===== src/common/riscv_pkg.sv =====
// ##########################################################
// RV32I encodings: field widths, field types, major opcodes
// and the instruction format used for operand extraction
// ##########################################################
`default_nettype none

package riscv_pkg;

    // Field widths
    localparam int ILEN      = 32;
    localparam int XLEN      = 32;
    localparam int REG_NUM_W = 5;
    localparam int OPCODE_W  = 7;
    localparam int FUNCT3_W  = 3;

    typedef logic [ILEN-1:0]      instr_t;    // Raw instruction word
    typedef logic [XLEN-1:0]      xlen_t;     // Data word, used for imm
    typedef logic [REG_NUM_W-1:0] reg_num_t;  // x0..x31
    typedef logic [OPCODE_W-1:0]  opcode_t;   // instr[6:0]
    typedef logic [FUNCT3_W-1:0]  funct3_t;   // instr[14:12]

    // Major opcodes
    localparam opcode_t OPC_LUI    = 7'b0110111;
    localparam opcode_t OPC_AUIPC  = 7'b0010111;
    localparam opcode_t OPC_JAL    = 7'b1101111;
    localparam opcode_t OPC_JALR   = 7'b1100111;
    localparam opcode_t OPC_BRANCH = 7'b1100011;
    localparam opcode_t OPC_LOAD   = 7'b0000011;
    localparam opcode_t OPC_STORE  = 7'b0100011;
    localparam opcode_t OPC_OPIMM  = 7'b0010011;
    localparam opcode_t OPC_OP     = 7'b0110011;

    // Instruction format, selects register fields and immediate layout
    typedef enum logic [2:0] {
        FMT_NONE = 3'd0,  // Unassigned encoding
        FMT_R    = 3'd1,
        FMT_I    = 3'd2,
        FMT_S    = 3'd3,
        FMT_B    = 3'd4,
        FMT_U    = 3'd5,
        FMT_J    = 3'd6
    } inst_fmt_e;

endpackage

`default_nettype wire


===== src/common/decode_pkg.sv =====
// ##########################################################
// Decoder outputs: ALU operation codes, operand selectors,
// control struct and the full decoded bundle
// ##########################################################
`default_nettype none

package decode_pkg;

    typedef enum logic [5:0] {
        ALU_NOP,
        ALU_LUI,
        ALU_ADD,
        ALU_SUB,
        ALU_SLT,
        ALU_SLTU,
        ALU_XOR,
        ALU_OR,
        ALU_AND,
        ALU_SLL,
        ALU_SRL,
        ALU_SRA,
        ALU_JAL,
        ALU_JALR,
        ALU_BEQ,
        ALU_BNE,
        ALU_BLT,
        ALU_BGE,
        ALU_BLTU,
        ALU_BGEU,
        ALU_LB,
        ALU_LH,
        ALU_LW,
        ALU_LBU,
        ALU_LHU,
        ALU_SB,
        ALU_SH,
        ALU_SW
    } alu_code_e;

    // Where an ALU operand comes from
    typedef enum logic [1:0] {
        OPSEL_NONE = 2'd0,
        OPSEL_REG  = 2'd1,
        OPSEL_IMM  = 2'd2,
        OPSEL_PC   = 2'd3
    } operand_sel_e;

    typedef struct packed {
        alu_code_e    alu_code;
        operand_sel_e op1_sel;
        operand_sel_e op2_sel;
        logic         reg_we;
        logic         is_load;
        logic         is_store;
    } ctrl_t;  // 13 bits

    typedef struct packed {
        riscv_pkg::reg_num_t rs1;
        riscv_pkg::reg_num_t rs2;
        riscv_pkg::reg_num_t rd;
        riscv_pkg::xlen_t    imm;
        ctrl_t               ctrl;
    } decoded_t;  // 60 bits

endpackage

`default_nettype wire


===== src/decoder/ctrl_decode.sv =====
// ##########################################################
// Control decode: opcode, funct3 and bit 30 to ALU code,
// operand selectors, flags and instruction format
// ##########################################################
`default_nettype none

module ctrl_decode (
    input  riscv_pkg::instr_t    instr,
    input  riscv_pkg::reg_num_t  rd,
    output riscv_pkg::inst_fmt_e fmt,
    output decode_pkg::ctrl_t    ctrl
);

    riscv_pkg::opcode_t       opcode;
    riscv_pkg::funct3_t       funct3;
    logic                     alt;  // instr[30], SUB and SRA
    logic                     legal;
    logic                     link;
    decode_pkg::alu_code_e    alu;
    decode_pkg::operand_sel_e op1;
    decode_pkg::operand_sel_e op2;
    logic                     we;
    logic                     ld;
    logic                     st;

    assign opcode = instr[6:0];
    assign funct3 = instr[14:12];
    assign alt    = instr[30];

    always_comb begin
        legal = 1'b1;
        link  = 1'b0;
        fmt   = riscv_pkg::FMT_NONE;
        alu   = decode_pkg::ALU_NOP;
        op1   = decode_pkg::OPSEL_NONE;
        op2   = decode_pkg::OPSEL_NONE;
        we    = 1'b0;
        ld    = 1'b0;
        st    = 1'b0;
        case (opcode)
            riscv_pkg::OPC_LUI: begin
                fmt = riscv_pkg::FMT_U;
                alu = decode_pkg::ALU_LUI;
                op2 = decode_pkg::OPSEL_IMM;
                we  = 1'b1;
            end
            riscv_pkg::OPC_AUIPC: begin
                fmt = riscv_pkg::FMT_U;
                alu = decode_pkg::ALU_ADD;  // imm + pc
                op1 = decode_pkg::OPSEL_IMM;
                op2 = decode_pkg::OPSEL_PC;
                we  = 1'b1;
            end
            riscv_pkg::OPC_JAL: begin
                fmt  = riscv_pkg::FMT_J;
                alu  = decode_pkg::ALU_JAL;
                op2  = decode_pkg::OPSEL_PC;
                we   = 1'b1;
                link = 1'b1;
            end
            riscv_pkg::OPC_JALR: begin
                fmt  = riscv_pkg::FMT_I;
                alu  = decode_pkg::ALU_JALR;
                op1  = decode_pkg::OPSEL_REG;
                op2  = decode_pkg::OPSEL_PC;
                we   = 1'b1;
                link = 1'b1;
            end
            riscv_pkg::OPC_BRANCH: begin
                fmt = riscv_pkg::FMT_B;
                op1 = decode_pkg::OPSEL_REG;
                op2 = decode_pkg::OPSEL_REG;
                case (funct3)
                    3'b000:  alu = decode_pkg::ALU_BEQ;
                    3'b001:  alu = decode_pkg::ALU_BNE;
                    3'b100:  alu = decode_pkg::ALU_BLT;
                    3'b101:  alu = decode_pkg::ALU_BGE;
                    3'b110:  alu = decode_pkg::ALU_BLTU;
                    3'b111:  alu = decode_pkg::ALU_BGEU;
                    default: legal = 1'b0;
                endcase
            end
            riscv_pkg::OPC_LOAD: begin
                fmt = riscv_pkg::FMT_I;
                op1 = decode_pkg::OPSEL_REG;
                op2 = decode_pkg::OPSEL_IMM;
                we  = 1'b1;
                ld  = 1'b1;
                case (funct3)
                    3'b000:  alu = decode_pkg::ALU_LB;
                    3'b001:  alu = decode_pkg::ALU_LH;
                    3'b010:  alu = decode_pkg::ALU_LW;
                    3'b100:  alu = decode_pkg::ALU_LBU;
                    3'b101:  alu = decode_pkg::ALU_LHU;
                    default: legal = 1'b0;
                endcase
            end
            riscv_pkg::OPC_STORE: begin
                fmt = riscv_pkg::FMT_S;
                op1 = decode_pkg::OPSEL_REG;
                op2 = decode_pkg::OPSEL_IMM;
                st  = 1'b1;
                case (funct3)
                    3'b000:  alu = decode_pkg::ALU_SB;
                    3'b001:  alu = decode_pkg::ALU_SH;
                    3'b010:  alu = decode_pkg::ALU_SW;
                    default: legal = 1'b0;
                endcase
            end
            riscv_pkg::OPC_OPIMM: begin
                fmt = riscv_pkg::FMT_I;
                op1 = decode_pkg::OPSEL_REG;
                op2 = decode_pkg::OPSEL_IMM;
                we  = 1'b1;
                case (funct3)
                    3'b000:  alu = decode_pkg::ALU_ADD;  // ADDI, no SUBI
                    3'b001:  alu = decode_pkg::ALU_SLL;
                    3'b010:  alu = decode_pkg::ALU_SLT;
                    3'b011:  alu = decode_pkg::ALU_SLTU;
                    3'b100:  alu = decode_pkg::ALU_XOR;
                    3'b101:  alu = alt ? decode_pkg::ALU_SRA : decode_pkg::ALU_SRL;
                    3'b110:  alu = decode_pkg::ALU_OR;
                    default: alu = decode_pkg::ALU_AND;
                endcase
            end
            riscv_pkg::OPC_OP: begin
                fmt = riscv_pkg::FMT_R;
                op1 = decode_pkg::OPSEL_REG;
                op2 = decode_pkg::OPSEL_REG;
                we  = 1'b1;
                case (funct3)
                    3'b000:  alu = alt ? decode_pkg::ALU_SUB : decode_pkg::ALU_ADD;
                    3'b001:  alu = decode_pkg::ALU_SLL;
                    3'b010:  alu = decode_pkg::ALU_SLT;
                    3'b011:  alu = decode_pkg::ALU_SLTU;
                    3'b100:  alu = decode_pkg::ALU_XOR;
                    3'b101:  alu = alt ? decode_pkg::ALU_SRA : decode_pkg::ALU_SRL;
                    3'b110:  alu = decode_pkg::ALU_OR;
                    default: alu = decode_pkg::ALU_AND;
                endcase
            end
            default: begin
                legal = 1'b0;
            end
        endcase

        // Any unassigned encoding collapses to the NOP bundle
        if (!legal) begin
            fmt  = riscv_pkg::FMT_NONE;
            alu  = decode_pkg::ALU_NOP;
            op1  = decode_pkg::OPSEL_NONE;
            op2  = decode_pkg::OPSEL_NONE;
            we   = 1'b0;
            ld   = 1'b0;
            st   = 1'b0;
            link = 1'b0;
        end
    end

    // Link to x0 writes nothing
    assign ctrl = '{
        alu_code: alu,
        op1_sel:  op1,
        op2_sel:  op2,
        reg_we:   we && !(link && (rd == 5'd0)),
        is_load:  ld,
        is_store: st
    };

endmodule

`default_nettype wire


===== src/decoder/decode_stage.sv =====
// ##########################################################
// One-entry pipeline register for the decoded bundle,
// valid/ready on both sides
// ##########################################################
`default_nettype none

module decode_stage (
    input  logic                 clk,
    input  logic                 reset,
    input  logic                 in_valid,
    output logic                 in_ready,
    input  decode_pkg::decoded_t in_dec,
    output logic                 out_valid,
    input  logic                 out_ready,
    output decode_pkg::decoded_t out_dec
);

    logic load;

    // Free slot, or the held entry leaves this cycle
    assign in_ready = !out_valid || out_ready;
    assign load     = in_valid && in_ready;

    always_ff @(posedge clk) begin
        if (reset) begin
            out_valid <= 1'b0;
        end else if (in_ready) begin
            out_valid <= in_valid;  // Drops to 0 when drained with no new input
        end
    end

    always_ff @(posedge clk) begin
        if (load) begin
            out_dec <= in_dec;
        end
    end

    // A stalled result stays valid and unchanged
    a_hold_stalled: assert property (
        @(posedge clk) disable iff (reset)
        out_valid && !out_ready |=> out_valid && $stable(out_dec)
    );

    a_empty_after_reset: assert property (
        @(posedge clk) reset |=> !out_valid
    );

endmodule

`default_nettype wire


===== src/decoder/decoder_top.sv =====
// ##########################################################
// RV32I decoder top: field extraction, control decode and
// the output pipeline register
// ##########################################################
`default_nettype none

module decoder_top (
    input  logic                 clk,
    input  logic                 reset,
    input  logic                 in_valid,
    output logic                 in_ready,
    input  riscv_pkg::instr_t    in_instr,
    output logic                 out_valid,
    input  logic                 out_ready,
    output decode_pkg::decoded_t out_dec
);

    riscv_pkg::inst_fmt_e fmt;
    riscv_pkg::reg_num_t  rs1;
    riscv_pkg::reg_num_t  rs2;
    riscv_pkg::reg_num_t  rd;
    riscv_pkg::xlen_t     imm;
    decode_pkg::ctrl_t    ctrl;
    decode_pkg::decoded_t dec;

    operand_fields fields0 (
        .instr (in_instr),
        .fmt   (fmt),
        .rs1   (rs1),
        .rs2   (rs2),
        .rd    (rd),
        .imm   (imm)
    );

    ctrl_decode ctrl0 (
        .instr (in_instr),
        .rd    (rd),  // Gated by format, used for the x0 link rule
        .fmt   (fmt),
        .ctrl  (ctrl)
    );

    assign dec = '{rs1: rs1, rs2: rs2, rd: rd, imm: imm, ctrl: ctrl};

    decode_stage stage0 (
        .clk       (clk),
        .reset     (reset),
        .in_valid  (in_valid),
        .in_ready  (in_ready),
        .in_dec    (dec),
        .out_valid (out_valid),
        .out_ready (out_ready),
        .out_dec   (out_dec)
    );

endmodule

`default_nettype wire


===== src/decoder/operand_fields.sv =====
// ##########################################################
// Register number extraction and immediate assembly,
// both selected by the instruction format
// ##########################################################
`default_nettype none

module operand_fields (
    input  riscv_pkg::instr_t    instr,
    input  riscv_pkg::inst_fmt_e fmt,
    output riscv_pkg::reg_num_t  rs1,
    output riscv_pkg::reg_num_t  rs2,
    output riscv_pkg::reg_num_t  rd,
    output riscv_pkg::xlen_t     imm
);

    logic no_rs1;
    logic no_rs2;
    logic has_rd;

    // Unassigned encodings carry no register numbers at all
    assign no_rs1 = (fmt == riscv_pkg::FMT_U) ||
                    (fmt == riscv_pkg::FMT_J) ||
                    (fmt == riscv_pkg::FMT_NONE);
    assign no_rs2 = no_rs1 || (fmt == riscv_pkg::FMT_I);
    assign has_rd = (fmt == riscv_pkg::FMT_R) ||
                    (fmt == riscv_pkg::FMT_I) ||
                    (fmt == riscv_pkg::FMT_U) ||
                    (fmt == riscv_pkg::FMT_J);

    assign rs1 = no_rs1 ? 5'd0 : instr[19:15];
    assign rs2 = no_rs2 ? 5'd0 : instr[24:20];
    assign rd  = has_rd ? instr[11:7] : 5'd0;  // No rd for S and B

    always_comb begin
        case (fmt)
            riscv_pkg::FMT_U: begin
                imm = {instr[31:12], 12'd0};
            end
            riscv_pkg::FMT_J: begin
                imm = {{12{instr[31]}}, instr[19:12], instr[20], instr[30:21], 1'b0};
            end
            riscv_pkg::FMT_I: begin
                imm = {{20{instr[31]}}, instr[31:20]};
            end
            riscv_pkg::FMT_B: begin
                imm = {{20{instr[31]}}, instr[7], instr[30:25], instr[11:8], 1'b0};
            end
            riscv_pkg::FMT_S: begin
                imm = {{20{instr[31]}}, instr[31:25], instr[11:7]};
            end
            default: begin
                imm = 32'd0;  // R format and NOP
            end
        endcase
    end

endmodule

`default_nettype wire


===== config.mk =====
export PLATFORM = sky130hd
export DESIGN_NAME = decoder_top
export DESIGN_NICKNAME = d
export VERILOG_FILES = /design/src/common/riscv_pkg.sv /design/src/common/decode_pkg.sv /design/src/decoder/ctrl_decode.sv /design/src/decoder/decode_stage.sv /design/src/decoder/decoder_top.sv /design/src/decoder/operand_fields.sv
export SDC_FILE = /design/constraint.sdc
export NUM_CORES = 1
export LEC_CHECK = 0
export ABC_AREA = 1
export ABC_CLOCK_PERIOD_IN_PS = 4850
export BUFFER_PORTS_ARGS = -buffer_cell sky130_fd_sc_hd__buf_2
export CAP_MARGIN = 25
export CORE_MARGIN = 2
export CORE_UTILIZATION = 45
export DETAILED_ROUTE_END_ITERATION = 6
export PLACE_DENSITY_LB_ADDON = 0.25
export REMOVE_ABC_BUFFERS = 1
export SETUP_SLACK_MARGIN = 0.4
export SYNTH_ARGS = -nofsm -noshare
export SYNTH_HDL_FRONTEND = slang
export SYNTH_SLANG_ARGS = --single-unit
export TNS_END_PERCENT = 1

===== constraint.sdc =====
create_clock -name clk -period 4.85 [get_ports clk]
set_input_delay 0.2425 -clock clk [delete_from_list [all_inputs] [get_ports clk]]
set_output_delay 0.2425 -clock clk [all_outputs]
set_load 0.005 [all_outputs]

# Word level (Yosys, flattened, before mapping)
# Index checks and enable logic that the tools add are counted.
classes:
  eq_ne: 22
  mux: 24
  n_reduce_logical: 27
op_table:
  columns: ["op", "count"]
  rows:
  - ["case mux 32 bit (5 select lines)", 1]
  - ["case mux 6 bit (7 select lines)", 2]
  - ["case mux 6 bit (9 select lines)", 1]
  - ["case mux 5 bit (6 select lines)", 1]
  - ["case mux 5 bit (5 select lines)", 1]
  - ["== test 3 bit (second input constant)", 7]
  - ["== test 7 x 6 -> 1 bit (second input constant)", 3]
  - ["== test 7 bit (second input constant)", 3]
  - ["case mux 3 bit (6 select lines)", 1]
  - ["OR reduction 6 bit", 3]
  - ["case mux 5 bit (3 select lines)", 1]
  - ["== test 7 x 5 -> 1 bit (second input constant)", 2]
  - ["== test 3 x 2 -> 1 bit (second input constant)", 4]
  - ["two-way mux 1 bit", 11]
  - ["OR reduction 3 bit", 3]
  - ["== test 7 x 2 -> 1 bit (second input constant)", 1]
  - ["logical OR 1 bit", 7]
  - ["OR reduction 7 bit", 1]
  - ["== test 3 x 1 -> 1 bit (second input constant)", 2]
  - ["zero test 3 bit", 2]
  - ["case mux 2 bit (3 select lines)", 1]
  - ["OR reduction 2 bit", 3]
  - ["zero test 5 bit", 1]
  - ["two-way mux 5 bit", 1]
  - ["other kinds (7)", 10]
totals:
  reg_bits: 61
  in_bits: 36
  output_inout_bits: 62
  word_cells: 84

# Longest topological paths before layout
depth:
  word_depth: 14
  mapped_depth: 17
  mapped_depth_nobuf: 17

# Modules after synthesis
# Synthesis repeated with hierarchy kept, for this count alone.
hier_totals:
  cells_unflattened: 337
  hier_area_um2: 3126.7
by_module_without_submodules:
  columns: ["mod", "n_inst", "cells_each", "area_per_inst_um2"]
  rows:
  - ["decode_stage", 1, 66, 1849.3]
  - ["operand_fields", 1, 139, 643.1]
  - ["ctrl_decode", 1, 132, 634.4]

# Least setup slack after synthesis
# Ideal clock, no wire load.
synth_path:
  path_type: "reg2reg"
  from: "register stage0.out_valid"
  to: "register stage0.out_dec[0] (netlist name)"
  setup_ns: 0.495
  arrival_ns: 3.222
  required_ns: 4.355
  slack_ns: 1.132
  path_stages_with_launch: 2
  period_less_slack_ns: 3.718
  cell_sequence: "dfxtp_1 a21oi_1"
synth_between:
  elab_chain_len: 3
synth_lines:
  columns: ["element", "line", "source"]
  rows:
  - ["start, declared", "decode_stage.sv:13", "output logic out_valid,"]
  - ["start signal, assigned", "decode_stage.sv:28", "out_valid <= in_valid;"]
  - ["zero test 1 bit", "decode_stage.sv:21", "assign in_ready = !out_valid || out_ready;"]
  - ["logical OR 1 bit", "decode_stage.sv:21", null]
  - ["logical AND 1 bit", "decode_stage.sv:22", "assign load = in_valid && in_ready;"]
  - ["net stage0.load", "decode_stage.sv:18", "logic load;"]
# The timed path passes the listed nets, and every way through them passes these cells.
# A chain may end at the register's enable or synchronous reset.

# Final worst setup path
layout_path:
  from: "input in_instr[4]"
  to: "register stage0.out_dec[40] (netlist name)"
layout_between:
  elab_chain_len: 6
  word_cells_on_any_way: 21
  classes_between: "eq/ne (14); mux (4); reduce/logical (3)"
layout_lines:
  columns: ["element", "line", "source"]
  rows:
  - ["start, declared", "decoder_top.sv:12", "input riscv_pkg::instr_t in_instr,"]
  - ["== test 7 x 6 -> 1 bit, or another cell as far along", "ctrl_decode.sv:40", "case (opcode)"]
  - ["OR reduction 6 bit (no line), or another cell as far along", null, null]
  - ["case mux 1 bit (4 select lines) / case mux 3 bit (6 select lines) (equally long branches)", "ctrl_decode.sv:40", null]
  - ["two-way mux 3 bit (*)", "ctrl_decode.sv:148", "if (!legal) begin"]
  - ["== test 3 x 2 -> 1 bit / == test 3 bit (equally long branches)", "operand_fields.sv:35", "case (fmt)"]
  - ["case mux 32 bit (5 select lines) (*)", "operand_fields.sv:35", null]
  - ["net fields0.imm[27]", "operand_fields.sv:13", "output riscv_pkg::xlen_t imm"]
# The timed path passes the listed nets; every way through them passes the cells marked *.

==> results by group <==
Timing
  – Endpoints failing setup: 0
  – Clk_skew: slightly above 0.006 ns
  – WHS: 0.0522 ns
  – TNS Setup: 0 ns
  – Worst slew margin relative to its limit: 51.4%
  – Final hold vios: 0
  – Slew @ Worst Pin: 0.729 ns
  – Min Clock Period, post-route: 2.45 ns
  – Final Max Slew Viols: 0
  – Tcrit/Tclk final: between 50% and 60%
  – RSZ-0062 raised after global routing: no
  – Max Fclk: 0.408 GHz

Yosys
  – Sequential share of the synthesized area: a little under three fifths
  – Post-synth top area share: 56.1%
  – Dominant cells by area after synthesis: edfxtp_1, nand2_1, nor2_1, inv_1, o211ai_1
  – Post-synth EDFFs: ~60
  – Yosys warnings: 0
  – Post-synth top area cell: edfxtp_1
  – Mean Syn Cell Area: 9.99 um2
  – Yosys reg bits: 60
  – Synth cell types: 37
  – Mapped Area: between 3000 and 4000 um2
  – Share of flip-flops with an asynchronous set or reset: 0%
  – Post-synth top flop: edfxtp_1
  – Gate Count Post-Synth: approximately 320

Floorplan
  – Cell row count: 30
  – Area of the core: 6790 um2
  – DIE WIDTH: 87.7 um
  – DIE AREA: 7700 um2
  – Ports: 98
  – DIE HEIGHT: ~88 um
  – Starting Density: between 40% and 50%

Clock network
  – CTS Hold Bufs: 0
  – Max H-tree Level: 3
  – # clock sinks: 60
  – Clock transition at path regs: ~0.07 ns
  – CTS resizes: 0
  – CTS Root Cell: clkbuf_8
  – Clock Path Buffers: 2
  – Post-CTS Setup Inserts: 0
  – Clk_lat worst skew: 0.34 ns
  – CTS Buf Count: 9
  – CTS tree: done

Cells and area
  – P&R area growth vs syn: 25.3%
  – Post-layout util: roughly 58%
  – Final Net Count: 456
  – Layout cells sized above 1: 39.0%
  – Fill cells: 588
  – Antenna Cells: 0

Worst setup path
  – Critical path capture point type: register
  – Max stage delay on crit path: 0.40 ns
  – CP required: 4.93 ns
  – Setup crit start kind: input pin
  – Reg2Reg Launch Point: stage0.out_valid
  – Crit path cell chain: buf_2, inv_2, nor2_2, nand3_2, nand3_2, nor2_4, nand2_8, inv_1, nor2_1, inv_1, ha_1, inv_1, nand3_4, nand3_2, nand2_1
  – Critical-path maximum fanout: 17
  – Critical path class: input pin to register
  – Slowest stage cell, crit path: ha_1
  – Worst Setup SP: in_instr[4]
  – Arr. time, crit path: 2.54 ns

Power and ir drop
  – Power Density: 313 nW/um2
  – Leak Pwr: between 1.5 and 2 nW
  – Total Power Consumption: 1.24 mW
  – Worst vdd ir: 0.148 mV

Global route
  – First-pass GRT wire length: 10.6 mm
  – Initial antenna violation count: 0
  – Vias in the first global route: about 2,300
  – Total track usage: between 15 and 20%
  – Overflow after GRT: 0
  – Largest net degree at the start of global routing: 60

Placed design
  – PortBufs: 96
  – Gpl congestion: 0.870
  – DP Wirelength: 5.07 mm

Drt
  – TritonRoute pass-1 iters: 4
  – Via Count: 2,452
  – Starting DRT DRC Count: 93
  – Vias per inst: roughly 4.7
  – DRC viols: 0
  – Final wirelength: 6.87 mm
  – WL per Instance: approximately 13 um
  – Routed Antenna Nets: 0

Job
  – Maxcap violations: 0

Min path
  – Hold path start: reset
  – Worst min path class: input pin to register

Outcome
  – Outcome: finished, final reports clean
==> metrics by stage <==
stage / std cells / area [um2] / setup WS [ns]
after floorplan: 308 / 3100 / 1.13
after global placement: 501 / 3720 / 2.16
after detailed placement: 501 / 3720 / 2.07
after CTS: 517 / 3960 / 2.42
after global routing: 517 / 3960 / 2.10
final: 517 / 3960 / 2.40
==> per-layer routing <==
metal	track usage, %	up-vias	wire [um]	share of wire (%)
li1	-	1247	-	-
met1	22.3	1113	2940	43
met2	30.5	76	3390	49
met3	3.30	16	336	4.9
met4	11.0	0	205	3.0
met5	0	-	0	0
==> cell usage after synthesis, types with 4 or more instances <==
| library cell | instances |
|---|---|
| nand2_1 | 66 |
| edfxtp_1 | 59 |
| nor2_1 | 42 |
| inv_1 | 39 |
| a21oi_1 | 12 |
| inv_2 | 11 |
| o211ai_1 | 10 |
| nor2_2 | 9 |
| nand2_2 | 7 |
| nand3_2 | 6 |
| nor3_1 | 5 |
| ha_1 | 4 |
| nand3_1 | 4 |
| nand3_4 | 4 |
| nor2_4 | 4 |
| o21ai_0 | 4 |
==> kinds of logic after synthesis <==
| family | synth area share, % |
|---|---|
| buf+inv | 7.81 |
| fa+ha+maj | 1.59 |
| flops | 56.8 |
| other cells | 0.119 |
| compound gates | 8.72 |
| simple gates | 25.0 |
==> final cells by class <==
cell class / count / area [um2] / share of cell area [%]
clock buffer: 9 / 124 / 3.13
clock inverter: 7 / 115 / 2.91
inverter: 50 / 188 / 4.75
multi-input combinational: 198 / 1130 / 28.5
sequential: 60 / 1790 / 45.3
tap: 96 / 120 / 3.04
timing repair buffer: 97 / 488 / 12.3
==> flip-flops by register name, summed over array words and instances (netlist names) <==
name,cells
stage0.out_dec,59
stage0.out_valid,1
==> where the power goes <==
group / internal (mW) / switching [mW] / total (mW) / leakage (nW)
combinational: 0.0366 / 0.0590 / 0.0956 / 1.16
clock: 0.339 / 0.203 / 0.542 / 0.115
sequential: 0.595 / 0.00677 / 0.602 / 0.593
==> worst max-delay path, delay by kind of cell <==
kind / cells / cell delay, ns
simple gates: 9 / 1.33
fa+ha+maj: 1 / 0.40
buf+inv: 5 / 0.57
==> layout by cell type, fill, tap and decap left out, types with 5 or more instances in the layout <==
cell type	n
buf_2	96
nand2_1	66
edfxtp_1	59
nor2_1	42
inv_1	39
inv_2	11
a21oi_1	11
o211ai_1	10
nor2_2	9
clkbuf_8	9
nand2_2	7
nand3_2	6
nor3_1	5
==> final timing paths <==
path	endpoint	slack [ns]	cells after the start
hold reg to reg	stage0.out_valid	0.53	2
setup / recovery	stage0.out_dec[40]	2.40	15
setup reg to reg	stage0.out_dec[4]	3.38	2
hold / removal	stage0.out_valid	0.05	2
(Power assumes the default switching activity.)
